[config.mk]
export PLATFORM = sky130hd
export DESIGN_NAME = StageMEM
export DESIGN_NICKNAME = d
export VERILOG_FILES = /design/src/logic/RiscvPkg.sv /design/src/logic/PipelinePkg.sv /design/src/logic/StageMEM.sv
export SDC_FILE = /design/constraint.sdc
export NUM_CORES = 2
export LEC_CHECK = 0
export ABC_AREA = 1
export BUFFER_PORTS_ARGS = -buffer_cell sky130_fd_sc_hd__buf_2
export CAP_MARGIN = 20
export CORE_AREA = 5 5 846 428
export DETAILED_ROUTE_END_ITERATION = 10
export DIE_AREA = 0 0 851 433
export PLACE_DENSITY = 0.44
export SETUP_SLACK_MARGIN = 0.5
export SLEW_MARGIN = 15
export SYNTH_ARGS = -nofsm -noshare
export SYNTH_HDL_FRONTEND = slang
export SYNTH_SLANG_ARGS = --single-unit
[constraint.sdc]
create_clock -name i_Clock -period 2.2 [get_ports i_Clock]
set_input_delay 0.44 -clock i_Clock [delete_from_list [all_inputs] [get_ports i_Clock]]
set_output_delay 0.44 -clock i_Clock [all_outputs]
set_load 0.02 [all_outputs]
[src/logic/RiscvPkg.sv]
`default_nettype none

package RiscvPkg;

    localparam int XLEN       = 32;                  // Integer register width
    localparam int IMEM_DEPTH = 64;                  // Instruction words
    localparam int DMEM_DEPTH = 64;                  // Data words
    localparam int IMEM_AW    = $clog2(IMEM_DEPTH);  // Imem word address bits
    localparam int DMEM_AW    = $clog2(DMEM_DEPTH);  // Dmem word address bits

    // ------------------------------------------------
    // Major opcodes and ALU operations
    // ------------------------------------------------

    typedef enum logic [6:0] {
        OP_REG    = 7'b0110011,   // ADD SUB AND OR XOR SLT SLL SRL
        OP_IMM    = 7'b0010011,   // ADDI ANDI ORI XORI SLTI
        OP_LUI    = 7'b0110111,
        OP_LOAD   = 7'b0000011,   // LW only
        OP_STORE  = 7'b0100011,   // SW only
        OP_BRANCH = 7'b1100011,   // BEQ BNE BLT BGE
        OP_JAL    = 7'b1101111,
        OP_JALR   = 7'b1100111
    } Opcode;

    typedef enum logic [3:0] {
        ALU_ADD,
        ALU_SUB,
        ALU_AND,
        ALU_OR,
        ALU_XOR,
        ALU_SLT,                  // Signed less-than
        ALU_SLL,
        ALU_SRL,
        ALU_PASSB                 // B straight through, LUI
    } AluOp;

    // ------------------------------------------------
    // Instruction formats, MSB first
    // ------------------------------------------------

    typedef struct packed {
        logic [6:0] funct7;       // Bit 5 picks SUB
        logic [4:0] rs2;
        logic [4:0] rs1;
        logic [2:0] funct3;
        logic [4:0] rd;
        logic [6:0] opcode;
    } RType;

    typedef struct packed {
        logic [11:0] imm11_0;
        logic [4:0]  rs1;
        logic [2:0]  funct3;
        logic [4:0]  rd;
        logic [6:0]  opcode;
    } IType;

    typedef struct packed {
        logic [6:0] imm11_5;
        logic [4:0] rs2;
        logic [4:0] rs1;
        logic [2:0] funct3;
        logic [4:0] imm4_0;
        logic [6:0] opcode;
    } SType;

    typedef struct packed {
        logic       imm12;        // Sign
        logic [5:0] imm10_5;
        logic [4:0] rs2;
        logic [4:0] rs1;
        logic [2:0] funct3;
        logic [3:0] imm4_1;
        logic       imm11;
        logic [6:0] opcode;
    } BType;

    typedef struct packed {
        logic [19:0] imm31_12;
        logic [4:0]  rd;
        logic [6:0]  opcode;
    } UType;

    typedef struct packed {
        logic       imm20;        // Sign
        logic [9:0] imm10_1;
        logic       imm11;
        logic [7:0] imm19_12;
        logic [4:0] rd;
        logic [6:0] opcode;
    } JType;

    // Same word, field layout chosen by opcode
    typedef union packed {
        RType r;
        IType i;
        SType s;
        BType b;
        UType u;
        JType j;
    } Inst;

endpackage

`default_nettype wire

[src/logic/PipelinePkg.sv]
`default_nettype none

package PipelinePkg;

    typedef struct packed {
        logic                      valid;
        logic [RiscvPkg::XLEN-1:0] pc;
        RiscvPkg::Inst             inst;
    } IfIdReg;

    typedef struct packed {
        logic                      valid;
        logic [RiscvPkg::XLEN-1:0] pc;
        logic [RiscvPkg::XLEN-1:0] immediate;
        logic [RiscvPkg::XLEN-1:0] dataA;        // Forwarded rs1
        logic [RiscvPkg::XLEN-1:0] dataB;        // Forwarded rs2, also store data
        logic [4:0]                rd;
        logic                      regWrEnable;  // Never set for x0
        logic                      memWrEnable;
        logic                      isLoad;
        logic                      wbSel;        // 1 writes PC+4
        logic                      operandASel;  // 1 takes PC
        logic                      operandBSel;  // 1 takes immediate
        RiscvPkg::AluOp            aluOp;
    } IdExReg;

    typedef struct packed {
        logic                      valid;
        logic [4:0]                rd;
        logic                      regWrEnable;
        logic                      memWrEnable;
        logic                      isLoad;
        logic [RiscvPkg::XLEN-1:0] aluResult;    // Also load and store address
        logic [RiscvPkg::XLEN-1:0] storeData;
    } ExMemReg;

    typedef struct packed {
        logic                      valid;
        logic [4:0]                rd;
        logic                      regWrEnable;
        logic [RiscvPkg::XLEN-1:0] wrData;
    } MemWbReg;

    // Result published back to decode, 38 bits
    typedef struct packed {
        logic [4:0]                rd;
        logic                      enable;
        logic [RiscvPkg::XLEN-1:0] data;
    } FwdBus;

endpackage

`default_nettype wire

[src/logic/StageMEM.sv]
`timescale 1ns/10ps
`default_nettype none

module StageMEM (
    input  logic                      i_Clock,
    input  logic                      i_rstN,
    input  PipelinePkg::ExMemReg      i_ExMem,
    output PipelinePkg::MemWbReg      o_MemWb,
    output PipelinePkg::FwdBus        o_MemFwd,        // Back to decode
    output logic                      o_DmemWrEnable,  // SW strobe, observed at top
    output logic [RiscvPkg::XLEN-1:0] o_DmemWrAddr,    // Byte address
    output logic [RiscvPkg::XLEN-1:0] o_DmemWrData);

    import RiscvPkg::*;

    logic [XLEN-1:0]    dmem [DMEM_DEPTH];
    logic [DMEM_AW-1:0] wordAddr;
    logic [XLEN-1:0]    wrData;

    assign wordAddr = i_ExMem.aluResult[DMEM_AW+1:2];  // Wraps past the array
    assign wrData   = i_ExMem.isLoad ? dmem[wordAddr] : i_ExMem.aluResult;

    always_ff @(posedge i_Clock) begin
        if (i_ExMem.memWrEnable) begin
            dmem[wordAddr] <= i_ExMem.storeData;
        end
    end

    assign o_DmemWrEnable = i_ExMem.memWrEnable;
    assign o_DmemWrAddr   = i_ExMem.aluResult;
    assign o_DmemWrData   = i_ExMem.storeData;

    always_comb begin
        o_MemFwd.rd     = i_ExMem.rd;
        o_MemFwd.enable = i_ExMem.regWrEnable;
        o_MemFwd.data   = wrData;             // Load data arrives here
    end

    always_ff @(posedge i_Clock or negedge i_rstN) begin
        if (!i_rstN) begin
            o_MemWb <= '0;
        end else begin
            o_MemWb.valid       <= i_ExMem.valid;
            o_MemWb.rd          <= i_ExMem.rd;
            o_MemWb.regWrEnable <= i_ExMem.regWrEnable;
            o_MemWb.wrData      <= wrData;
        end
    end

    // Decode never marks one instruction as both load and store
    assert property (@(posedge i_Clock) disable iff (!i_rstN)
        !(i_ExMem.memWrEnable && i_ExMem.isLoad));

endmodule

`default_nettype wire

# Yosys cells after proc, flatten, opt, wreduce, memory -nomap -nowiden
# Memory sizes are Yosys's and may differ from the RTL's.
# Index checks and enable logic that the tools add are counted.
# Widths: inputs -> output; s select.
# totals
mem_bits_ro	0
n_memories	1
output_inout_bits	142
latch_bits	0
inputBits	75
regBits	39
mem_bits_rw	2048
wordCells	8
# classes
div	0
reduce_logical	0
order_cmp	0
add_sub_neg	0
mul	0
n_bitwise	0
n_eq_ne	0
shift	0
n_mux	3
# memory_table
memory	words	word_bits	read_ports	rd_ports_with_merged_regs	write_ports	line_no	source
dmem	64	32	1	0	1	StageMEM.sv:16	logic [XLEN-1:0] dmem [DMEM_DEPTH];
# op_table
op	n
$mux 32	1
$mux 1	2

# Depth between registers and ports, before layout
# depth
ltp_word	2
ltp_mapped	17
depth_no_buf	13

# Least setup slack after synthesis
# No wires, ideal clock.
# synth_path
path_kind	in2reg
start	input port i_ExMem[34] (netlist bit)
end	memory dmem[41][0] (enable)
required_ns	1.698
cell_stages	6
slack_ns	-2.556
setup_ns	0.502
t_arrival_ns	4.254
path_buffers	4
cell_sequence	buf_4 inv_2 buf_6 buf_2 buf_4 nor4_1
# synth_rtl
element	line_no	source
from (decl)	StageMEM.sv:7	input PipelinePkg::ExMemReg i_ExMem,
to (decl)	StageMEM.sv:16	
# Straight into the memory's write port.

==> results.py <==
metrics = {
    "worst_hold_path": {
        "worstHoldPathType": "in -> reg",
    },
    "setup_path": {
        "required_ps": 1760,
        "crit_path_frequent_cell": "nand2_1",
        "worst_path_max_delay_cell": "edfxtp_1",
        "crit_type": "reg -> out",
        "critical_path.cell_chain": "nand2_1, nand2_1, nand2_1, nand2_1, nand2_1, nand2_2, nand2_2, buf_12, nand2_4, nor2_4, nand3_4, buf_12, nand2_4, inv_4, buf_6",
        "worst_path_largest_cell_delay_ps": 370,
        "r2r-start": "dmem[47][12]",
        "setup.worst_path.start": "dmem[47][12]",
        "setup_crit_end_kind": "output pin",
        "critical_path.endpoint": "o_MemFwd[12]",
        "worstSetupStartpointType": "register",
        "reg2reg_setup_slack_ps": 130,
        "worstReg2RegEnd": "o_MemWb[12]",
        "critPathArrivalTime_ps": 2720,
        "crit_path_max_fanout": 2,
        "worst_case_reg_to_reg_path_depth": 16,
    },
    "drt": {
        "post_drt_via_cell_ratio": 4.566,
        "wl_um": 366300,
        "route.antenna.remaining_nets": 0,
        "wl_per_cell_um": 25.62,
        "post-route-drc-count": 0,
        "first_pass_iteration_count_of_the_detailed_router": 5,
        "dr.first_iter.drc_count": 8402,
        "vias": 65280,
    },
    "placed_design": {
        "globalplace.congestion": 0.8972,
        "hpwl_um": 242900,
        "dpl_cell_area_mm2": 0.1023,
        "io_buffer_count": 216,
    },
    "run": {
        "timing.max_cap.violations": 0,
    },
    "timing": {
        "setup_viol": 32,
        "worst_pin_slew_ps": 1085,
        "maxSlewViolCount": 0,
        "finalWorstSetupSlack_ps": -959.4,
        "finalCritPeriodShare_pct": 143.6,
        "max_freq_mhz": 316.5,
        "period_needed_ps": 3159,
        "clock_skew_ps": 65.19,
        "hold_viol_final": 22,
        "slew-limit-headroom_pct": 27.41,
        "rsz_0062_raised_after_global_routing": "yes",
        "hold-worst-slack_ps": -168.2,
    },
    "power_and_ir_drop": {
        "vdd_drop_max_mv": 0.5951,
        "power_density_mw_per_mm2": 793.6,
        "lkg_pwr_uw": 0.04707,
        "total_power_uw": 90310,
    },
    "layout": {
        "drive_above_1_share_pct": 20.41,
        "final_nets": 9491,
        "final_cell_area_mm2": 0.1138,
        "areaGrowthSynthToFinish_pct": 29.23,
        "post-route-util_pct": 32.10,
    },
    "clock_network": {
        "clock_sinks": 2087,
        "path_clk_slew_ps": 60,
        "clock_tree_from_tritoncts": "done",
        "cts-root-to-sink-buffers": 4,
        "ctsRootBufferMaster": "clkbuf_16",
        "clk_latency_ps": 940,
        "cts-buffers-inserted": 211,
        "clock_tree.htree_level_count": 4,
    },
    "yosys": {
        "synth.cell_area_mm2": 0.08806,
        "synth_flop_cell": "edfxtp_1",
        "postSynthAreaPerCell_um2": 10.21,
        "proportion_of_synthesized_chip_area_in_sequential_cells_pct": 70.94,
        "post_synthesis_net_count": 8698,
        "synth-seq-cells": 2087,
        "mapped_cells": 8623,
        "yosys_warnings": 0,
        "asyncSetResetFlopFracSynth_pct": 1.869,
        "synth_enable_flop_cells": 2048,
        "synth_largest_type_area_fraction_pct": 69.84,
        "top_cells_by_area_in_the_synthesized_netlist": "edfxtp_1 70%, nand2_1 24%, buf_4 1.2%",
        "yosys_cell_types": 23,
        "post_synth_top_area_cell": "edfxtp_1",
    },
    "floorplanning": {
        "number_of_rows_created_at_floorplan": 155,
        "initial_utilization_pct": 24.84,
        "dieArea_mm2": 0.3685,
        "core-area_mm2": 0.3545,
        "floorplan.die.width_um": 851,
        "vertical_die_dimension_um": 433,
        "floorplan.io_pins": 217,
    },
    "global_route": {
        "grt_start_max_net_pins": 65,
        "antenna_violations_before_repair": 28,
        "grt_util_all_layers_pct": 19.05,
        "overflow_after_grt": 0,
        "grt_first_pass_wirelength_um": 493400,
        "vias_in_the_first_global_route": 59030,
    },
    "status": {
        "outcome": "finished with violations",
        "failed_checks": "hold timing, setup timing",
    },
}
## power by group
group / switching [uW] / internal (uW) / total (uW)
combinational: 6200 / 3010 / 9210
sequential: 95.5 / 44000 / 44100
clock: 16400 / 20600 / 37000
## metal layers
metal	part of all wire [%]	track usage [%]
met1	49	30.96
met2	38	24.67
met3	12	5.655
met4	1.5	2.642
met5	0.0060	0
## worst max-delay path: cells and delay by family, from the launching register on
family | cells | cell delay, ps
buf+inv | 4 | 470
flops | 1 | 370
simple gates | 11 | 930
## cell families (layout without fill, tap and decap cells)
group                  after synthesis  in the layout  share of synthesized area (%)
AOI/OAI and AO/OA                   34             34                         0.1989
buffers and inverters              597           1554                          3.504
DFF                               2087           2087                          70.94
other                                0              5                              0
and+or+nand+nor                   5905           5905                          25.35
## sequential cells by signal, indices dropped and copies added (netlist names)
register and flops:
dmem 2048, o_MemWb 39
## per-stage QoR
stage / hold slack (ps) / worst slack, ps / cells / TNS (ps)
global route: -204.3 / -1099 / 14290 / -30430
CTS: -257.0 / -1065 / 14260 / -29290
finish: -168.2 / -959.4 / 14300 / -26480
floorplan: 144.4 / -479.6 / 8623 / -734300
detailed placement: 491.3 / -1625 / 13820 / -1132500
global placement: 481.7 / -1659 / 13820 / -1190420
## layout by cell type (no fill, tap or decap), types with 52 or more instances in the layout
master	instances
nand2_1	5311
edfxtp_1	2048
buf_2	128
buf_4	462
buf_6	126
clkbuf_16	223
nor2_4	104
nand2_2	227
buf_12	291
inv_1	52
nand2_4	113
## repair_timing
| item | 4_1_cts | 5_1_grt |
|---|---|---|
| buffers inserted | 25 | 22 |
| setup endpoints to repair | 1227 | 616 |
| gates cloned | 9 | 12 |
| hold buffers | 20 | 2 |
| pin swaps | 217 | 168 |
| hold endpoints to repair | 137 | 39 |
| gates resized for setup | 751 | 236 |
## Yosys cell counts (all sizes together) (4+ instances only)
library cell / n
dfrtp: 39
nand2: 5665
nor2: 147
nor3: 4
o21ai: 12
a21oi: 20
buf: 325
clkbuf: 171
edfxtp: 2048
or2: 29
inv: 99
nand3: 57
## area by class of cell
type / instances / area, um2
fillers: 35890 / 240700
flip-flops and latches: 2087 / 62470
multi-input cells: 5939 / 25480
repair buffers: 1076 / 12710
well taps: 4710 / 5893
clock buffers: 249 / 5444
clock inverters: 128 / 1334
inverters: 101 / 456.7
diodes: 5 / 12.51
## worst min-delay path by stage
stage | cells after the start | end | startpoint
detailed placement | 1 | o_MemWb[35] | i_rstN
floorplan | 0 | o_MemWb[0] | i_rstN
finish | 3 | o_MemWb[0] | i_ExMem[32]
CTS | 3 | o_MemWb[0] | i_ExMem[32]
global route | 4 | o_MemWb[24] | i_ExMem[56]
global placement | 1 | o_MemWb[37] | i_rstN
Power figures use the tool's default switching activity.
