$ cat config.mk
export PLATFORM = sky130hd
export DESIGN_NAME = StageEX
export DESIGN_NICKNAME = d
export VERILOG_FILES = /design/src/logic/RiscvPkg.sv /design/src/logic/PipelinePkg.sv /design/src/logic/StageEX.sv
export SDC_FILE = /design/constraint.sdc
export NUM_CORES = 1
export LEC_CHECK = 0
export BUFFER_PORTS_ARGS = -buffer_cell sky130_fd_sc_hd__buf_4
export CAP_MARGIN = 20
export CORE_MARGIN = 4
export CORE_UTILIZATION = 30
export CTS_CLUSTER_SIZE = 16
export DETAILED_ROUTE_END_ITERATION = 8
export PLACE_DENSITY_LB_ADDON = 0.12
export SETUP_SLACK_MARGIN = 0.5
export SLEW_MARGIN = 20
export SYNTH_ARGS = -nofsm -noshare
export SYNTH_HDL_FRONTEND = slang
export SYNTH_SLANG_ARGS = --single-unit
$ cat constraint.sdc
create_clock -name i_Clock -period 14.7 [get_ports i_Clock]
set_clock_uncertainty 0.2 [all_clocks]
set_input_delay 2.94 -clock i_Clock [delete_from_list [all_inputs] [get_ports i_Clock]]
set_output_delay 2.94 -clock i_Clock [all_outputs]
set_load 0.01 [all_outputs]
$ cat src/logic/RiscvPkg.sv
`default_nettype none

package RiscvPkg;

    localparam int XLEN       = 32;                  // Integer register width
    localparam int IMEM_DEPTH = 64;                  // Instruction words
    localparam int DMEM_DEPTH = 64;                  // Data words
    localparam int IMEM_AW    = $clog2(IMEM_DEPTH);  // Imem word address bits
    localparam int DMEM_AW    = $clog2(DMEM_DEPTH);  // Dmem word address bits

    // ------------------------------------------------
    // Major opcodes and ALU operations
    // ------------------------------------------------

    typedef enum logic [6:0] {
        OP_REG    = 7'b0110011,   // ADD SUB AND OR XOR SLT SLL SRL
        OP_IMM    = 7'b0010011,   // ADDI ANDI ORI XORI SLTI
        OP_LUI    = 7'b0110111,
        OP_LOAD   = 7'b0000011,   // LW only
        OP_STORE  = 7'b0100011,   // SW only
        OP_BRANCH = 7'b1100011,   // BEQ BNE BLT BGE
        OP_JAL    = 7'b1101111,
        OP_JALR   = 7'b1100111
    } Opcode;

    typedef enum logic [3:0] {
        ALU_ADD,
        ALU_SUB,
        ALU_AND,
        ALU_OR,
        ALU_XOR,
        ALU_SLT,                  // Signed less-than
        ALU_SLL,
        ALU_SRL,
        ALU_PASSB                 // B straight through, LUI
    } AluOp;

    // ------------------------------------------------
    // Instruction formats, MSB first
    // ------------------------------------------------

    typedef struct packed {
        logic [6:0] funct7;       // Bit 5 picks SUB
        logic [4:0] rs2;
        logic [4:0] rs1;
        logic [2:0] funct3;
        logic [4:0] rd;
        logic [6:0] opcode;
    } RType;

    typedef struct packed {
        logic [11:0] imm11_0;
        logic [4:0]  rs1;
        logic [2:0]  funct3;
        logic [4:0]  rd;
        logic [6:0]  opcode;
    } IType;

    typedef struct packed {
        logic [6:0] imm11_5;
        logic [4:0] rs2;
        logic [4:0] rs1;
        logic [2:0] funct3;
        logic [4:0] imm4_0;
        logic [6:0] opcode;
    } SType;

    typedef struct packed {
        logic       imm12;        // Sign
        logic [5:0] imm10_5;
        logic [4:0] rs2;
        logic [4:0] rs1;
        logic [2:0] funct3;
        logic [3:0] imm4_1;
        logic       imm11;
        logic [6:0] opcode;
    } BType;

    typedef struct packed {
        logic [19:0] imm31_12;
        logic [4:0]  rd;
        logic [6:0]  opcode;
    } UType;

    typedef struct packed {
        logic       imm20;        // Sign
        logic [9:0] imm10_1;
        logic       imm11;
        logic [7:0] imm19_12;
        logic [4:0] rd;
        logic [6:0] opcode;
    } JType;

    // Same word, field layout chosen by opcode
    typedef union packed {
        RType r;
        IType i;
        SType s;
        BType b;
        UType u;
        JType j;
    } Inst;

endpackage

`default_nettype wire

$ cat src/logic/PipelinePkg.sv
`default_nettype none

package PipelinePkg;

    typedef struct packed {
        logic                      valid;
        logic [RiscvPkg::XLEN-1:0] pc;
        RiscvPkg::Inst             inst;
    } IfIdReg;

    typedef struct packed {
        logic                      valid;
        logic [RiscvPkg::XLEN-1:0] pc;
        logic [RiscvPkg::XLEN-1:0] immediate;
        logic [RiscvPkg::XLEN-1:0] dataA;        // Forwarded rs1
        logic [RiscvPkg::XLEN-1:0] dataB;        // Forwarded rs2, also store data
        logic [4:0]                rd;
        logic                      regWrEnable;  // Never set for x0
        logic                      memWrEnable;
        logic                      isLoad;
        logic                      wbSel;        // 1 writes PC+4
        logic                      operandASel;  // 1 takes PC
        logic                      operandBSel;  // 1 takes immediate
        RiscvPkg::AluOp            aluOp;
    } IdExReg;

    typedef struct packed {
        logic                      valid;
        logic [4:0]                rd;
        logic                      regWrEnable;
        logic                      memWrEnable;
        logic                      isLoad;
        logic [RiscvPkg::XLEN-1:0] aluResult;    // Also load and store address
        logic [RiscvPkg::XLEN-1:0] storeData;
    } ExMemReg;

    typedef struct packed {
        logic                      valid;
        logic [4:0]                rd;
        logic                      regWrEnable;
        logic [RiscvPkg::XLEN-1:0] wrData;
    } MemWbReg;

    // Result published back to decode, 38 bits
    typedef struct packed {
        logic [4:0]                rd;
        logic                      enable;
        logic [RiscvPkg::XLEN-1:0] data;
    } FwdBus;

endpackage

`default_nettype wire

$ cat src/logic/StageEX.sv
`timescale 1ns/10ps
`default_nettype none

module StageEX (
    input  logic                 i_Clock,
    input  logic                 i_rstN,
    input  PipelinePkg::IdExReg  i_IdEx,
    output PipelinePkg::ExMemReg o_ExMem,
    output PipelinePkg::FwdBus   o_ExFwd,     // Back to decode
    output logic                 o_ExIsLoad); // Load-use check in decode

    import RiscvPkg::*;

    logic [XLEN-1:0] opA;
    logic [XLEN-1:0] opB;
    logic [XLEN-1:0] aluOut;
    logic [XLEN-1:0] result;

    assign opA = i_IdEx.operandASel ? i_IdEx.pc : i_IdEx.dataA;
    assign opB = i_IdEx.operandBSel ? i_IdEx.immediate : i_IdEx.dataB;

    always_comb begin
        case (i_IdEx.aluOp)
            ALU_ADD: aluOut = opA + opB;
            ALU_SUB: aluOut = opA - opB;
            ALU_AND: aluOut = opA & opB;
            ALU_OR:  aluOut = opA | opB;
            ALU_XOR: aluOut = opA ^ opB;
            ALU_SLT: aluOut = {{(XLEN-1){1'b0}}, $signed(opA) < $signed(opB)};
            ALU_SLL: aluOut = opA << opB[4:0];
            ALU_SRL: aluOut = opA >> opB[4:0];
            default: aluOut = opB;            // PASSB for LUI
        endcase
    end

    assign result = i_IdEx.wbSel ? i_IdEx.pc + 32'd4 : aluOut;  // Jump link

    // Enables already carry valid from decode
    always_comb begin
        o_ExFwd.rd     = i_IdEx.rd;
        o_ExFwd.enable = i_IdEx.regWrEnable;
        o_ExFwd.data   = result;              // Load address, never used thanks to stall
    end

    assign o_ExIsLoad = i_IdEx.isLoad;

    always_ff @(posedge i_Clock or negedge i_rstN) begin
        if (!i_rstN) begin
            o_ExMem <= '0;
        end else begin
            o_ExMem.valid       <= i_IdEx.valid;
            o_ExMem.rd          <= i_IdEx.rd;
            o_ExMem.regWrEnable <= i_IdEx.regWrEnable;
            o_ExMem.memWrEnable <= i_IdEx.memWrEnable;
            o_ExMem.isLoad      <= i_IdEx.isLoad;
            o_ExMem.aluResult   <= result;
            o_ExMem.storeData   <= i_IdEx.dataB;
        end
    end

endmodule

`default_nettype wire

# --- After elaboration in Yosys (flattened, before gate mapping) ---
# Cells that the tools add are included.
word_totals:
  elab_cells: 28
  input_bits: 146
  register_bits: 73
  out_inout_bits: 112
classes:
  n_bitwise: 3
  muxes: 4
  n_lt_le_gt_ge: 1
  reduce_logical: 1
  add_sub_neg: 3
  n_eq_ne: 7
  shift: 2
ops:
  columns: ["operator", "n"]
  rows:
  - ["case mux 32 bit (8 select lines)", 1]
  - ["two-way mux 32 bit", 3]
  - ["adder 32 x 3 -> 32 bit (second input constant)", 1]
  - ["adder 32 bit", 1]
  - ["AND 32 bit", 1]
  - ["< comparator 32 bit", 1]
  - ["OR 32 bit", 1]
  - ["left shift 32 x 5 -> 32 bit", 1]
  - ["right shift 32 x 5 -> 32 bit", 1]
  - ["subtractor 32 bit", 1]
  - ["bitwise XOR 32 bit", 1]
  - ["equality test 4 x 3 -> 1 bit (second input constant)", 4]
  - ["equality test 4 x 2 -> 1 bit (second input constant)", 2]
  - ["equality test 4 x 1 -> 1 bit (second input constant)", 1]
  - ["logical NOT 4 bit", 1]

# --- Depth between registers and ports, before layout ---
depth:
  depth_word: 4
  ltp_mapped: 18
  depth_no_buf: 14

# --- Least setup slack after synthesis ---
# OpenSTA, ideal clock, no wires.
synth_timing:
  path_kind: "input to output"
  startpoint: "in i_IdEx[4] in the netlist's numbering"
  endpoint: "out o_ExFwd[30] in the netlist's numbering"
  cell_stages: 16
  required_time_ns: 11.560
  arrival_ns: 7.067
  path_slack_ns: 4.493
  n_path_buf: 5
  path_cell_list: "buf_6 mux2i_1 buf_2 buf_1 buf_2 buf_1 ha_1 o21bai_1 a2111oi_4 nor4b_2 a211oi_2 o211ai_2 a2111oi_2 or4_1 mux2i_1 o31a_1"
synth_rtl:
  columns: ["element", "line_no", "rtl"]
  rows:
  - ["start: declaration", "StageEX.sv:7", "input PipelinePkg::IdExReg i_IdEx,"]
  - ["end: declaration", "StageEX.sv:9", "output PipelinePkg::FwdBus o_ExFwd,"]

==> qor.tcl <==
set qor(run_status) {finished clean}
set qor(worst_setup_path_end_kind) {output pin}
set qor(fmaxAchievable_ghz) 0.0859
set qor(grt_pass1_wl_um) 92300
set qor(placement.io_buffers) 257
set qor(initial_utilization) 0.305
set qor(max_cap_viols) 0
set qor(synth_enable_flop_cells) 0
set qor(power_per_cell_area_nw_per_um2) 76.5
set qor(path_class) {input port to output pin}
set qor(critical_path_arrival_ns) 8.50
set qor(finalWorstPathRequiredPeriod_ns) 11.64
set qor(fin_crit_sh) 0.792
set qor(synthesis.yosys.warnings) 0
set qor(critPathRequiredTime_ns) 11.56
set qor(count_of_standard_cell_rows) 73
set qor(post-cts-setup-buffers) 0
set qor(top_register) {o_ExMem}
set qor(overflow) 0
set qor(dp_hpwl_um) 48400
set qor(worst_setup_hold_path_clk_slew_ns) 0.09
set qor(cts_tree) {yes}
set qor(crit_fanout) 35
set qor(clock-root-buffer) {clkbuf_16}
set qor(ys_dominant_reg_cell) {dfrtp_1}
set qor(dr_total_vias) 14300
set qor(grt_pass1_vias) 13800
set qor(i_o_pin_cnt) 258
set qor(worstMarginPinSlew_ns) 0.958
set qor(ant_nets) 0
set qor(syn_area_per_cell_um2) 7.45
set qor(wp_buf_inv) 3
set qor(nets_in_the_synthesized_netlist) 1903
set qor(num_antenna_cells) 0
set qor(die-height_um) 210
set qor(drtPass1Iterations) 6
set qor(hold_viol) 0
set qor(grt.total_usage) 0.275
set qor(critical_path.max_stage_delay_ns) 0.80
set qor(worstPathCellList) {buf_4 -> mux2i_4 -> inv_1 -> fa_1 -> o21bai_1 -> a2111oi_4 -> nor4b_2 -> a211oi_2 -> o211ai_2 -> a2111oi_2 -> or4_1 -> a311oi_1 -> a221oi_1 -> buf_4}
set qor(timing.critical_path.mode_cell) {buf_4}
set qor(clock_sinks) 73
set qor(cts_buffer_depth) 2
set qor(critical_path.startpoint_type) {input port}
set qor(delay_heaviest_family_cp) {compound AO/OA/AOI/OAI gates}
set qor(ys_ff_latch) 73
set qor(synthesis.instances) 1640
set qor(synth_sequential_area_ratio) 0.149
set qor(class_of_the_worst_hold_path) {input port to async pin}
set qor(grt_max_degree) 74
set qor(grt.met3_usage) 0.0429
set qor(utilization) 0.371
set qor(number_of_buffers_inserted_by_hold_repair_at_cts) 0
set qor(power.ir.vdd_worst_uv) 57.5
set qor(timing.max_slew.rel_slack) 0.357
set qor(groute.layer.met2.usage) 0.422
set qor(avg_vias_per_cell) 6.11
set qor(rsz0062_at_grt) {false}
set qor(finalWirelength_um) 63400
set qor(die_x_um) 210
set qor(num-fill-cells) 4301
set qor(placeableCoreArea_um2) 40000
set qor(fin_area_um2) 14800
set qor(fp.dieArea_um2) 44000
set qor(synthToLayoutAreaGrowth_pct) 21.3
set qor(drive_gt1_frac) 0.197
set qor(final_max_tran_viols) 0
set qor(setup-tns-final_ns) 0
set qor(post_drt_wl_per_cell_um) 27.1
set qor(drt-initial-drc-count) 1633
set qor(cts_resized) 0
set qor(level_count_of_the_clock_h_tree) 3
set qor(grt_busiest_layer) {met2}
set qor(slowest_stage) {mux2i_4}
set qor(place_congestion) 0.991
set qor(reg.largest.list) {o_ExMem: 73 flops}
set qor(ys_async_sr_fraction) 1.00
set qor(number_of_flip_flops_in_the_largest_register) 73
set qor(grtUsageMet1) 0.370
set qor(antenna_found_initial) 1
set qor(setup_violations) 0
set qor(placement_stage_cell_area_um2) 14500
set qor(layout.nets) 2071
set qor(synth.distinct_cells) 85
set qor(mapped_area_um2) 12200
set qor(cellLeakagePower_nw) 6.59
set qor(report.power.total_mw) 1.13
set qor(drt_drc_violations_left) 0
set qor(number_of_buffers_inserted_during_clock_tree_synthesis) 9
[layout make-up]
type,count,area (um^2),share of cell area
Clock buffer,9,225,0.0152
Clock inverter,7,83.8,0.00566
Inverter,100,380,0.0257
Multi-Input combinational cell,1340,9500,0.641
Sequential cell,73,1830,0.123
Tap cell,525,657,0.0443
Timing Repair Buffer,284,2150,0.145
[worst paths after layout]
kind                             from          end  slack, ns  depth (start not counted)
min in group i_Clock       i_IdEx[30]  o_ExMem[15]       2.44                          1
worst max-delay path        i_IdEx[4]   o_ExFwd[0]       3.06                         14
max in group asynchronous      i_rstN   o_ExMem[1]      11.44                          2
worst min-delay path           i_rstN  o_ExMem[57]       2.25                          1
[power by group]
group	internal [mW]	switching, mW
clock	0.135	0.116
combinational	0.234	0.429
sequential	0.217	0.00424
total	0.586	0.549
[cells in the final DEF, fill, tap and decap left out, types with 11 or more instances in the layout]
cell,Yosys,routed
nor3_1,31,30
o221ai_1,15,15
mux2_2,21,21
a21oi_1,123,123
o22ai_1,18,18
buf_4,7,283
nand2_1,156,156
o31ai_1,13,13
ha_1,115,115
nor2_1,151,150
a31oi_1,26,26
o21bai_1,13,13
xor2_1,20,20
a221o_1,13,13
o21ai_0,105,105
a221oi_1,29,29
mux2i_1,142,140
nand4_1,11,11
nor4_1,15,14
dfrtp_1,73,73
a211oi_1,35,35
xnor2_1,25,25
nand3_1,48,47
and3_1,13,13
o211ai_1,32,32
a21o_1,13,13
inv_1,98,98
[logic make-up after synthesis]
kind of cell	count (synthesis)	share of synthesized area
buffers and inverters	227	0.0779
AO/OA/AOI/OAI	530	0.295
AND/OR/NAND/NOR	477	0.176
adder cells (fa/ha/maj)	117	0.121
multiplexers	171	0.148
XOR/XNOR	45	0.0322
flip-flops	73	0.149
[cell usage after synthesis (all sizes together) (25+ instances only)]
| cell | n | share of area |
|---|---|---|
| inv | 99 | 0.031 |
| buf | 44 | 0.021 |
| a21oi | 125 | 0.052 |
| o211ai | 33 | 0.021 |
| clkbuf | 83 | 0.026 |
| nand2 | 156 | 0.048 |
| a211oi | 36 | 0.023 |
| o21ai | 106 | 0.043 |
| xnor2 | 25 | 0.018 |
| nor2 | 151 | 0.046 |
| nor3 | 31 | 0.013 |
| a221oi | 30 | 0.022 |
| a31oi | 26 | 0.013 |
| nand3 | 48 | 0.020 |
| mux2i | 148 | 0.13 |
| dfrtp | 73 | 0.15 |
| ha | 115 | 0.12 |
[metrics by stage]
| step | instances | setup WS, ns | hold slack (ns) |
|---|---|---|---|
| after floorplan | 1640 | 4.49 | 2.44 |
| after global placement | 2321 | 3.30 | 2.85 |
| after detailed placement | 2321 | 3.28 | 2.85 |
| after CTS | 2337 | 3.24 | 2.43 |
| after global routing | 2338 | 2.96 | 2.29 |
| final | 2338 | 3.06 | 2.25 |
[layer usage]
layer	wire (um)	up-vias
li1	-	6397
met1	26700	6813
met2	27400	915
met3	5500	156
met4	3740	0
met5	0	-
Power figures use the tool's default switching activity.
