### src/logic/RiscvPkg.sv
`default_nettype none

package RiscvPkg;

    localparam int XLEN       = 32;                  // Integer register width
    localparam int IMEM_DEPTH = 64;                  // Instruction words
    localparam int DMEM_DEPTH = 64;                  // Data words
    localparam int IMEM_AW    = $clog2(IMEM_DEPTH);  // Imem word address bits
    localparam int DMEM_AW    = $clog2(DMEM_DEPTH);  // Dmem word address bits

    // ------------------------------------------------
    // Major opcodes and ALU operations
    // ------------------------------------------------

    typedef enum logic [6:0] {
        OP_REG    = 7'b0110011,   // ADD SUB AND OR XOR SLT SLL SRL
        OP_IMM    = 7'b0010011,   // ADDI ANDI ORI XORI SLTI
        OP_LUI    = 7'b0110111,
        OP_LOAD   = 7'b0000011,   // LW only
        OP_STORE  = 7'b0100011,   // SW only
        OP_BRANCH = 7'b1100011,   // BEQ BNE BLT BGE
        OP_JAL    = 7'b1101111,
        OP_JALR   = 7'b1100111
    } Opcode;

    typedef enum logic [3:0] {
        ALU_ADD,
        ALU_SUB,
        ALU_AND,
        ALU_OR,
        ALU_XOR,
        ALU_SLT,                  // Signed less-than
        ALU_SLL,
        ALU_SRL,
        ALU_PASSB                 // B straight through, LUI
    } AluOp;

    // ------------------------------------------------
    // Instruction formats, MSB first
    // ------------------------------------------------

    typedef struct packed {
        logic [6:0] funct7;       // Bit 5 picks SUB
        logic [4:0] rs2;
        logic [4:0] rs1;
        logic [2:0] funct3;
        logic [4:0] rd;
        logic [6:0] opcode;
    } RType;

    typedef struct packed {
        logic [11:0] imm11_0;
        logic [4:0]  rs1;
        logic [2:0]  funct3;
        logic [4:0]  rd;
        logic [6:0]  opcode;
    } IType;

    typedef struct packed {
        logic [6:0] imm11_5;
        logic [4:0] rs2;
        logic [4:0] rs1;
        logic [2:0] funct3;
        logic [4:0] imm4_0;
        logic [6:0] opcode;
    } SType;

    typedef struct packed {
        logic       imm12;        // Sign
        logic [5:0] imm10_5;
        logic [4:0] rs2;
        logic [4:0] rs1;
        logic [2:0] funct3;
        logic [3:0] imm4_1;
        logic       imm11;
        logic [6:0] opcode;
    } BType;

    typedef struct packed {
        logic [19:0] imm31_12;
        logic [4:0]  rd;
        logic [6:0]  opcode;
    } UType;

    typedef struct packed {
        logic       imm20;        // Sign
        logic [9:0] imm10_1;
        logic       imm11;
        logic [7:0] imm19_12;
        logic [4:0] rd;
        logic [6:0] opcode;
    } JType;

    // Same word, field layout chosen by opcode
    typedef union packed {
        RType r;
        IType i;
        SType s;
        BType b;
        UType u;
        JType j;
    } Inst;

endpackage

`default_nettype wire

### src/logic/PipelinePkg.sv
`default_nettype none

package PipelinePkg;

    typedef struct packed {
        logic                      valid;
        logic [RiscvPkg::XLEN-1:0] pc;
        RiscvPkg::Inst             inst;
    } IfIdReg;

    typedef struct packed {
        logic                      valid;
        logic [RiscvPkg::XLEN-1:0] pc;
        logic [RiscvPkg::XLEN-1:0] immediate;
        logic [RiscvPkg::XLEN-1:0] dataA;        // Forwarded rs1
        logic [RiscvPkg::XLEN-1:0] dataB;        // Forwarded rs2, also store data
        logic [4:0]                rd;
        logic                      regWrEnable;  // Never set for x0
        logic                      memWrEnable;
        logic                      isLoad;
        logic                      wbSel;        // 1 writes PC+4
        logic                      operandASel;  // 1 takes PC
        logic                      operandBSel;  // 1 takes immediate
        RiscvPkg::AluOp            aluOp;
    } IdExReg;

    typedef struct packed {
        logic                      valid;
        logic [4:0]                rd;
        logic                      regWrEnable;
        logic                      memWrEnable;
        logic                      isLoad;
        logic [RiscvPkg::XLEN-1:0] aluResult;    // Also load and store address
        logic [RiscvPkg::XLEN-1:0] storeData;
    } ExMemReg;

    typedef struct packed {
        logic                      valid;
        logic [4:0]                rd;
        logic                      regWrEnable;
        logic [RiscvPkg::XLEN-1:0] wrData;
    } MemWbReg;

    // Result published back to decode, 38 bits
    typedef struct packed {
        logic [4:0]                rd;
        logic                      enable;
        logic [RiscvPkg::XLEN-1:0] data;
    } FwdBus;

endpackage

`default_nettype wire

### src/logic/RegisterFile.sv
`timescale 1ns/10ps
`default_nettype none

module RegisterFile (
    input  logic                      i_Clock,
    input  logic                      i_rstN,
    input  logic                      i_WrEnable,
    input  logic [4:0]                i_WrAddr,
    input  logic [RiscvPkg::XLEN-1:0] i_WrData,
    input  logic [4:0]                i_RdAddrA,
    input  logic [4:0]                i_RdAddrB,
    output logic [RiscvPkg::XLEN-1:0] o_RdDataA,
    output logic [RiscvPkg::XLEN-1:0] o_RdDataB);

    import RiscvPkg::*;

    logic [XLEN-1:0] regs [1:31];             // x0 has no storage

    always_ff @(posedge i_Clock or negedge i_rstN) begin
        if (!i_rstN) begin
            for (int r = 1; r < 32; r++) begin
                regs[r] <= '0;
            end
        end else if (i_WrEnable && i_WrAddr != '0) begin
            regs[i_WrAddr] <= i_WrData;
        end
    end

    // Same-cycle write visible to the reader
    assign o_RdDataA = (i_RdAddrA == '0) ? '0 :
                       (i_WrEnable && i_WrAddr == i_RdAddrA) ? i_WrData : regs[i_RdAddrA];
    assign o_RdDataB = (i_RdAddrB == '0) ? '0 :
                       (i_WrEnable && i_WrAddr == i_RdAddrB) ? i_WrData : regs[i_RdAddrB];

endmodule

`default_nettype wire

### src/logic/StageID.sv
`timescale 1ns/10ps
`default_nettype none

module StageID (
    input  logic                      i_Clock,
    input  logic                      i_rstN,
    input  PipelinePkg::IfIdReg       i_IfId,      // From fetch
    input  PipelinePkg::FwdBus        i_ExFwd,     // EX result before its register
    input  logic                      i_ExIsLoad,  // Load sits in EX
    input  PipelinePkg::FwdBus        i_MemFwd,    // MEM write data
    input  PipelinePkg::MemWbReg      i_MemWb,     // WB and regfile write port
    output PipelinePkg::IdExReg       o_IdEx,
    output logic                      o_Stall,     // Hold fetch and bubble into EX
    output logic                      o_Redirect,  // Taken branch or jump
    output logic [RiscvPkg::XLEN-1:0] o_TargetPC);

    import RiscvPkg::*;
    import PipelinePkg::*;

    // ------------------------------------------------
    // Fields and immediate
    // ------------------------------------------------

    Inst             inst;
    logic [6:0]      opcode;
    logic [2:0]      funct3;
    logic [4:0]      rs1;
    logic [4:0]      rs2;
    logic [4:0]      rd;
    logic [XLEN-1:0] imm;

    assign inst   = i_IfId.inst;
    assign opcode = inst.r.opcode;            // Same place in every format
    assign funct3 = inst.r.funct3;
    assign rs1    = inst.r.rs1;
    assign rs2    = inst.r.rs2;
    assign rd     = inst.r.rd;

    always_comb begin
        case (opcode)
            OP_LUI:    imm = {inst.u.imm31_12, 12'b0};
            OP_JAL:    imm = {{12{inst.j.imm20}}, inst.j.imm19_12, inst.j.imm11,
                              inst.j.imm10_1, 1'b0};
            OP_BRANCH: imm = {{20{inst.b.imm12}}, inst.b.imm11, inst.b.imm10_5,
                              inst.b.imm4_1, 1'b0};
            OP_STORE:  imm = {{20{inst.s.imm11_5[6]}}, inst.s.imm11_5, inst.s.imm4_0};
            default:   imm = {{20{inst.i.imm11_0[11]}}, inst.i.imm11_0};  // I-type
        endcase
    end

    // ------------------------------------------------
    // Datapath control
    // ------------------------------------------------

    function automatic AluOp aluFromFunct(input logic [2:0] f3, input logic alt);
        case (f3)
            3'b000:  return alt ? ALU_SUB : ALU_ADD;
            3'b001:  return ALU_SLL;
            3'b010:  return ALU_SLT;
            3'b100:  return ALU_XOR;
            3'b101:  return ALU_SRL;
            3'b110:  return ALU_OR;
            default: return ALU_AND;
        endcase
    endfunction

    AluOp aluOp;
    logic regWr;
    logic memWr;
    logic isLoad;
    logic wbSel;
    logic opASel;
    logic opBSel;
    logic isBranch;
    logic isJump;
    logic usesRs1;
    logic usesRs2;

    always_comb begin
        aluOp    = ALU_ADD;                   // Address math by default
        regWr    = 1'b0;
        memWr    = 1'b0;
        isLoad   = 1'b0;
        wbSel    = 1'b0;
        opASel   = 1'b0;
        opBSel   = 1'b1;                      // Immediate unless R-type
        isBranch = 1'b0;
        isJump   = 1'b0;
        usesRs1  = 1'b1;
        usesRs2  = 1'b0;
        case (opcode)
            OP_REG: begin
                regWr   = 1'b1;
                opBSel  = 1'b0;
                usesRs2 = 1'b1;
                aluOp   = aluFromFunct(funct3, inst.r.funct7[5]);
            end
            OP_IMM: begin
                regWr = 1'b1;
                aluOp = aluFromFunct(funct3, 1'b0);   // No SUBI
            end
            OP_LUI: begin
                regWr   = 1'b1;
                usesRs1 = 1'b0;
                aluOp   = ALU_PASSB;
            end
            OP_LOAD: begin
                regWr  = 1'b1;
                isLoad = 1'b1;
            end
            OP_STORE: begin
                memWr   = 1'b1;
                usesRs2 = 1'b1;               // Store data
            end
            OP_BRANCH: begin
                isBranch = 1'b1;
                usesRs2  = 1'b1;
            end
            OP_JAL, OP_JALR: begin
                regWr   = 1'b1;
                wbSel   = 1'b1;               // Link value PC+4
                opASel  = 1'b1;
                isJump  = 1'b1;
                usesRs1 = (opcode == OP_JALR);
            end
            default: usesRs1 = 1'b0;          // Unknown opcode runs as NOP
        endcase
    end

    // ------------------------------------------------
    // Register read and forwarding
    // ------------------------------------------------

    // Youngest producer wins and x0 is never forwarded
    function automatic logic [XLEN-1:0] pickOperand(
        input logic [4:0]      rs,
        input logic [XLEN-1:0] regData,
        input FwdBus           ex,
        input FwdBus           mem,
        input FwdBus           wb);
        if (rs != '0 && ex.enable && ex.rd == rs)
            return ex.data;
        if (rs != '0 && mem.enable && mem.rd == rs)
            return mem.data;
        if (rs != '0 && wb.enable && wb.rd == rs)
            return wb.data;
        return regData;
    endfunction

    FwdBus           wbFwd;
    logic [XLEN-1:0] regDataA;
    logic [XLEN-1:0] regDataB;
    logic [XLEN-1:0] opA;
    logic [XLEN-1:0] opB;

    assign wbFwd.rd     = i_MemWb.rd;
    assign wbFwd.enable = i_MemWb.valid && i_MemWb.regWrEnable;
    assign wbFwd.data   = i_MemWb.wrData;

    RegisterFile u_RegisterFile (
        .i_Clock    (i_Clock),
        .i_rstN     (i_rstN),
        .i_WrEnable (wbFwd.enable),
        .i_WrAddr   (i_MemWb.rd),
        .i_WrData   (i_MemWb.wrData),
        .i_RdAddrA  (rs1),
        .i_RdAddrB  (rs2),
        .o_RdDataA  (regDataA),
        .o_RdDataB  (regDataB));

    assign opA = pickOperand(rs1, regDataA, i_ExFwd, i_MemFwd, wbFwd);
    assign opB = pickOperand(rs2, regDataB, i_ExFwd, i_MemFwd, wbFwd);

    // Load data not ready until MEM so wait one cycle
    assign o_Stall = i_IfId.valid && i_ExIsLoad && i_ExFwd.enable &&
                     ((usesRs1 && i_ExFwd.rd == rs1) || (usesRs2 && i_ExFwd.rd == rs2));

    // ------------------------------------------------
    // Early branch resolution and next PC
    // ------------------------------------------------

    logic            taken;
    logic [XLEN-1:0] jalrSum;

    always_comb begin
        case (funct3)
            3'b000:  taken = (opA == opB);                    // BEQ
            3'b001:  taken = (opA != opB);                    // BNE
            3'b100:  taken = ($signed(opA) < $signed(opB));   // BLT
            3'b101:  taken = ($signed(opA) >= $signed(opB));  // BGE
            default: taken = 1'b0;
        endcase
    end

    assign jalrSum    = opA + imm;
    assign o_Redirect = i_IfId.valid && !o_Stall && (isJump || (isBranch && taken));
    assign o_TargetPC = (opcode == OP_JALR) ? {jalrSum[XLEN-1:1], 1'b0} : i_IfId.pc + imm;

    logic live;
    assign live = i_IfId.valid && !o_Stall;   // Stall sends a bubble

    always_ff @(posedge i_Clock or negedge i_rstN) begin
        if (!i_rstN) begin
            o_IdEx <= '0;
        end else begin
            o_IdEx.valid       <= live;
            o_IdEx.regWrEnable <= live && regWr && rd != '0;
            o_IdEx.memWrEnable <= live && memWr;
            o_IdEx.isLoad      <= live && isLoad;
            o_IdEx.pc          <= i_IfId.pc;
            o_IdEx.immediate   <= imm;
            o_IdEx.dataA       <= opA;
            o_IdEx.dataB       <= opB;
            o_IdEx.rd          <= rd;
            o_IdEx.wbSel       <= wbSel;
            o_IdEx.operandASel <= opASel;
            o_IdEx.operandBSel <= opBSel;
            o_IdEx.aluOp       <= aluOp;
        end
    end

endmodule

`default_nettype wire

### config.mk
export PLATFORM = sky130hd
export DESIGN_NAME = StageID
export DESIGN_NICKNAME = d
export VERILOG_FILES = /design/src/logic/RiscvPkg.sv /design/src/logic/PipelinePkg.sv /design/src/logic/RegisterFile.sv /design/src/logic/StageID.sv
export SDC_FILE = /design/constraint.sdc
export NUM_CORES = 2
export LEC_CHECK = 0
export BUFFER_PORTS_ARGS = -buffer_cell sky130_fd_sc_hd__buf_2
export CAP_MARGIN = 20
export CORE_AREA = 2 2 359 361
export DETAILED_ROUTE_END_ITERATION = 10
export DIE_AREA = 0 0 361 363
export MAX_ROUTING_LAYER = met4
export PLACE_DENSITY = 0.67
export SLEW_MARGIN = 5
export SYNTH_ARGS = -nofsm -noshare
export SYNTH_HDL_FRONTEND = slang
export SYNTH_SLANG_ARGS = --single-unit
### constraint.sdc
create_clock -name i_Clock -period 8.8 [get_ports i_Clock]
set_input_delay 0.88 -clock i_Clock [delete_from_list [all_inputs] [get_ports i_Clock]]
set_output_delay 0.88 -clock i_Clock [all_outputs]
set_load 0.005 [all_outputs]
# Word level (Yosys, flattened, before mapping)
# Index checks and enable logic that the tools add are counted.
# totals
register_bits	1135
in_bits	183
output_inout_bits	178
# op_classes
add_sub_neg	2
order_cmp	6
eq_ne	21
n_mux	52
bitwise_logic	3
reduce_logical	43
# op_table
cell	count
bitwise mux 992 bit	1
2-to-1 mux 32 bit	22
binary-select mux 32 bit (select 5 bit)	2
demux 32 bit (select 5 bit)	1
one-hot mux 31 bit (4 select lines)	1
adder 32 bit	2
one-hot mux 3 bit (6 select lines)	2
equality test 32 bit	1
greater-or-equal comparator 32 bit	1
< comparator 32 bit	1
inequality test 32 bit	1
equality test 5 bit	6
logical AND 1 bit	29
equality test 7 x 6 -> 1 bit, second input constant	3
equality test 7 bit, second input constant	3
2-to-1 mux 1 bit	20
nonzero test 5 bit	4
greater-or-equal comparator 6 bit, second input constant	3
NOT 5 -> 6 bit	3
one-hot mux 4 bit (3 select lines)	1
zero test 5 bit	2
equality test 3 bit, second input constant	3
equality test 7 x 2 -> 1 bit, second input constant	1
equality test 7 x 5 -> 1 bit, second input constant	1
12 further kinds	13

# Logic depth before layout (Yosys ltp)
# logic_depth
ltp_word	15
ltp_mapped	25
depth_no_buf	22

# By module
# From an unflattened synthesis, not the netlist that was laid out.
# unflattened
cells_unflattened	5029
hier_area_um2	64449.3
# modules_own_cells
mod	n_inst	cells_per_inst	area_each_um2	seq_area_each_um2
RegisterFile	1	3798	53791.6	24823.8
StageID	1	1231	10657.7	3578.4

# Worst setup path before layout
# OpenSTA, ideal clock, no wires.
# synth_timing
path_type	input to output
startpoint	input i_IfId[20] (netlist name)
endpoint	output o_Redirect
t_arrival_ps	6178
required_time_ps	7920
setup_slack_ps	1742
path_stages	25
path_cell_list	clkbuf_1 > buf_1 > buf_1 > buf_2 > xnor2_1 > nand3_1 > nor3_1 > and3b_1 > clkbuf_1 > buf_1 > nand2_1 > o21ai_0 > inv_1 > ha_1 > nor2b_1 > o21a_1 > o21a_1 > o21a_1 > o21a_1 > o211ai_1 > a21oi_1 > a2111oi_0 > mux2i_1 > mux2_2 > o311a_1
# synth_via
elab_chain_cells	14
# synth_rtl
item	line_no	source
start, declared	StageID.sv:7	input PipelinePkg::IfIdReg i_IfId,
NOT 5 -> 6 bit (not written as such) or nonzero test 5 bit (tied branches)	-	
binary-select mux 32 bit (select 5 bit) or logical AND 1 bit (tied branches)	RegisterFile.sv:33, StageID.sv:145	
2-to-1 mux 32 bit (not written as such) or logical AND 1 bit (tied branches)	RegisterFile.sv:33, StageID.sv:145	
2-to-1 mux 32 bit (not written as such) or 2-to-1 mux 1 bit (tied branches)	RegisterFile.sv:33, StageID.sv:145	
2-to-1 mux 32 bit or 2-to-1 mux 1 bit (tied branches)	RegisterFile.sv:33, StageID.sv:145	
2-to-1 mux 32 bit or 2-to-1 mux 1 bit (tied branches)	RegisterFile.sv:32, StageID.sv:143	
2-to-1 mux 32 bit	StageID.sv:147	return regData;
2-to-1 mux 32 bit	StageID.sv:145	if (rs != '0 && wb.enable && wb.rd == rs)
2-to-1 mux 32 bit *	StageID.sv:143	if (rs != '0 && mem.enable && mem.rd == rs)
net opB[1]	StageID.sv:154	logic [XLEN-1:0] opB;
greater-or-equal comparator 32 bit (tied with other cells)	StageID.sv:190	3'b101: taken = ($signed(opA) >= $signed(opB));
one-hot mux 1 bit (4 select lines) *	StageID.sv:186	case (funct3)
logical AND 1 bit *	StageID.sv:196	assign o_Redirect = i_IfId.valid && !o_Stall && (isJump || (isBranch && taken));
logical OR 1 bit *	StageID.sv:196	
logical AND 1 bit *	StageID.sv:196	
end, declared	StageID.sv:14	output logic o_Redirect,
# The timed path passes the listed nets; every way through them passes the cells marked *. The select of a mux whose other input is x is not followed.

# Final worst setup path
# layout_timing
startpoint	input i_IfId[15] (netlist name)
endpoint	output o_Redirect
# layout_via
elab_chain_cells	14
# layout_rtl
item	line_no
NOT 5 -> 6 bit (not written as such) or nonzero test 5 bit (tied branches)	-
binary-select mux 32 bit (select 5 bit) or logical AND 1 bit (tied branches)	RegisterFile.sv:31, StageID.sv:145
2-to-1 mux 32 bit (not written as such) or logical AND 1 bit (tied branches)	RegisterFile.sv:31, StageID.sv:145
2-to-1 mux 32 bit (not written as such) or 2-to-1 mux 1 bit (tied branches)	RegisterFile.sv:31, StageID.sv:145
2-to-1 mux 32 bit or 2-to-1 mux 1 bit (tied branches)	RegisterFile.sv:31, StageID.sv:145
2-to-1 mux 32 bit or 2-to-1 mux 1 bit (tied branches)	RegisterFile.sv:30, StageID.sv:143
2-to-1 mux 32 bit	StageID.sv:147
2-to-1 mux 32 bit	StageID.sv:145
2-to-1 mux 32 bit	StageID.sv:143
greater-or-equal comparator 32 bit (tied with other cells)	StageID.sv:190
one-hot mux 1 bit (4 select lines)	StageID.sv:186
logical AND 1 bit	StageID.sv:196
logical OR 1 bit	StageID.sv:196
logical AND 1 bit *	StageID.sv:196
# Mark *: on every way between the ends. The rest lies on a longest branch, timed or not. The select of a mux whose other input is x is not followed.

==> results by group <==
Timing
  – Minimum clock period: between 8 and 9 ns
  – Slew Limit Fails: 0
  – Slew margin rel.: 0.2134
  – Clock Skew: approximately 0.031 ns
  – Fin Hold WS: around 0.15 ns
  – FMAX: 123.8 MHz
  – Tcrit/Tclk final: 0.9176
  – Fin. Hold Viols: 0
  – Post-route setup slack: just over 0.7 ns
  – Setup TNS: 0 ns
  – Worst-Margin Slew: ~1.2 ns
  – Final setup vio count: 0
  – RSZ-0062 raised after global routing: no

Floorplanning
  – Core region area: 127000 sq um
  – Num ports: about 360
  – Chip Height: around 360 um
  – Die Wd: about 360 um
  – Die area: between 100000 and 150000 sq um
  – FP Rows: around 130
  – Starting Density: 0.4972

Route
  – DR vias/cell: approximately 6.6
  – Total wire length: 202500 um
  – DRC: 0
  – Antenna viol nets, final: 0
  – Pre-antenna DRT Iters: 6
  – Drt initial violations: a little under 5000
  – Vias: about 43000
  – WL per Instance: between 30 and 40 um

Power and ir drop
  – Clock power share: 0.366
  – Sw frac: 0.2837
  – Internal power: ~11 mW
  – Gate power share: 0.211
  – Peak VDD IR: ~0.12 mV
  – Pwr Density: around 210 nW/um^2
  – P_sw: about 4.3 mW
  – Seq pwr share: 0.423
  – Pleak: about 32 nW
  – Pwr Total: 15.10 mW

Worst setup path
  – Worst path max stage delay: between 0.5 and 0.6 ns
  – Req. time, crit path: between 7 and 8 ns
  – Endpoint class of the critical path: output pin
  – CP max stage cell: mux2i_1
  – Crit-path cells: buf_8 -> buf_12 -> buf_4 -> mux4_2 -> mux2i_1 -> a22oi_1 -> a2111o_1 -> and3_1 -> inv_1 -> ha_1 -> nor2b_1 -> o21a_1 -> o21a_1 -> o21a_1 -> o21a_1 -> o211ai_1 -> a21oi_1 -> a2111oi_0 -> mux2i_1 -> mux2_2 -> o311a_1 -> buf_2
  – WP buf/inv: 5
  – Most used cell, CP: o21a_1
  – Worst r2r path cells: 8
  – Top Family by Delay on Critical Path: compound AO/OA/AOI/OAI gates
  – CP Data Arrival Time: 7.19 ns
  – CP Max Fanout: 47
  – Kind of critical path: in2out
  – Levels on crit path: 22
  – Worst setup SP type: primary input

Cells and area
  – Fillcell total: slightly above 10000
  – Register area: ~28000 sq um
  – Post-Route Utilization: 0.5610
  – Fin area: about 70000 sq um
  – NumNets Final: ~5000
  – Layout area overhead: 12.84%
  – Multi-input gate area: 33100 sq um
  – Cell Count, Final, Fillers Out: between 6000 and 7000
  – Layout cells sized above 1: 0.4823

Placed design
  – Placed Area: between 60000 and 70000 sq um
  – IO buf count: 360
  – Routability cong.: 0.9955
  – Placement Setup Slack: between 0.7 and 0.8 ns
  – Placed Cells: around 6200
  – Detailed placer's ending HPWL: ~130000 um

GRT
  – Initial antenna violation count: 21
  – Vias in the first global route: between 40000 and 50000
  – Largest net degree at the start of global routing: 160
  – GRT Total Usage: 0.3196
  – Congestion Overflow GR: 0
  – First-pass GRT wire length: just under 300000 um

Clock network
  – Root buffer cell: clkbuf_16
  – Clock slew at reported path FFs: roughly 0.050 ns
  – CTS Buf Count: between 100 and 150
  – PostCTS Resize Cnt: 0
  – Setup Buffers After CTS: 0
  – Worst skew pair latency: ~0.76 ns
  – CTS tree: built
  – H-tree Lvls: 4
  – CTS Buffer Depth: 3
  – Hold Buf Count CTS: 0
  – Clk sinks: 1135

Status
  – Outcome: finished clean

Yosys
  – Syn nets: between 4000 and 5000
  – Yosys reg bits: about 1100
  – Syn Area/Cell: ~14 sq um
  – Yosys cell types: 73
  – Post-synthesis cell area: 63150 sq um
  – Synth area leaders: dfrtp_1, mux4_2, mux2_2
  – Async SR Flop Fraction: 1.000
  – Synth top cells by count: dfrtp_1, mux2_2, mux4_2, clkbuf_1, nand2_1
  – Seq/Total Area, Yosys: 0.4497
  – Number of synthesized flops with an enable pin: 0
  – Most common cell in the netlist: dfrtp_1
  – Yosys warnings: 0
  – Most used DFF post-synth: dfrtp_1
  – Cells after Synth: 4526
  – Area leader, netlist: dfrtp_1
  – Synth top area share: 0.4497

Run
  – Max cap viols: 0

Worst hold path
  – Min-delay worst type: in2async
## final cells by class
type                    count  area share
repair buffers            492     0.04309
inverters                  58    0.003090
well taps                1662     0.02918
multi-input cells        2902      0.4645
clock inverters            46    0.006971
flip-flops and latches   1135      0.3986
clock buffers             190     0.05390
diodes                     19   0.0006672
## routing by layer
metal / vias up / share of wire / track usage
met5: - / 0 / -
met4: 0 / 0.042 / 0.1198
met3: 510 / 0.094 / 0.08115
met2: 2158 / 0.46 / 0.4764
met1: 22760 / 0.41 / 0.4248
li1: 17660 / - / -
## sequential cells by signal, summed over array words and instances (netlist names)
register,flops
u_RegisterFile.regs,992
o_IdEx,143
## kinds of logic after synthesis
group,synth area share
AOI/OAI and AO/OA,0.05341
and+or+nand+nor,0.03344
DFF,0.4497
adders and majority gates,0.01906
muxes,0.4035
buffers and inverters,0.02964
xor gates and xnor gates,0.01123
## power by group through the flow
stage | logic (mW) | clock network [mW] | registers, mW
global route | 3.42 | 5.80 | 6.46
global placement | 3.11 | 0 | 6.43
finish | 3.19 | 5.52 | 6.39
detailed placement | 3.16 | 0 | 6.46
CTS | 3.17 | 5.59 | 6.37
floorplan | 2.19 | 0 | 6.30
## cell usage in the layout (no fill, tap or decap), types with 64 or more instances in the layout
master	n
a21oi_1	153
nand2_1	210
ha_1	93
mux4_2	573
buf_2	350
nor2_1	90
dfrtp_1	1135
clkbuf_16	132
mux2i_1	131
a22oi_1	64
mux2_2	998
buf_4	118
o21ai_0	193
## worst paths after layout
| check | from | to | slack [ns] |
|---|---|---|---|
| max | i_IfId[15] | o_Redirect | 0.73 |
| min | i_rstN | u_RegisterFile.regs[423] | 0.15 |
| max reg2reg | u_RegisterFile.regs[23] | o_IdEx[38] | 5.58 |
| min reg2reg | u_RegisterFile.regs[564] | u_RegisterFile.regs[564] | 0.52 |
| max in group asynchronous | i_rstN | u_RegisterFile.regs[53] | 6.40 |
| min in group i_Clock | i_IfId[52] | o_IdEx[131] | 0.25 |
(Power assumes the default switching activity.)
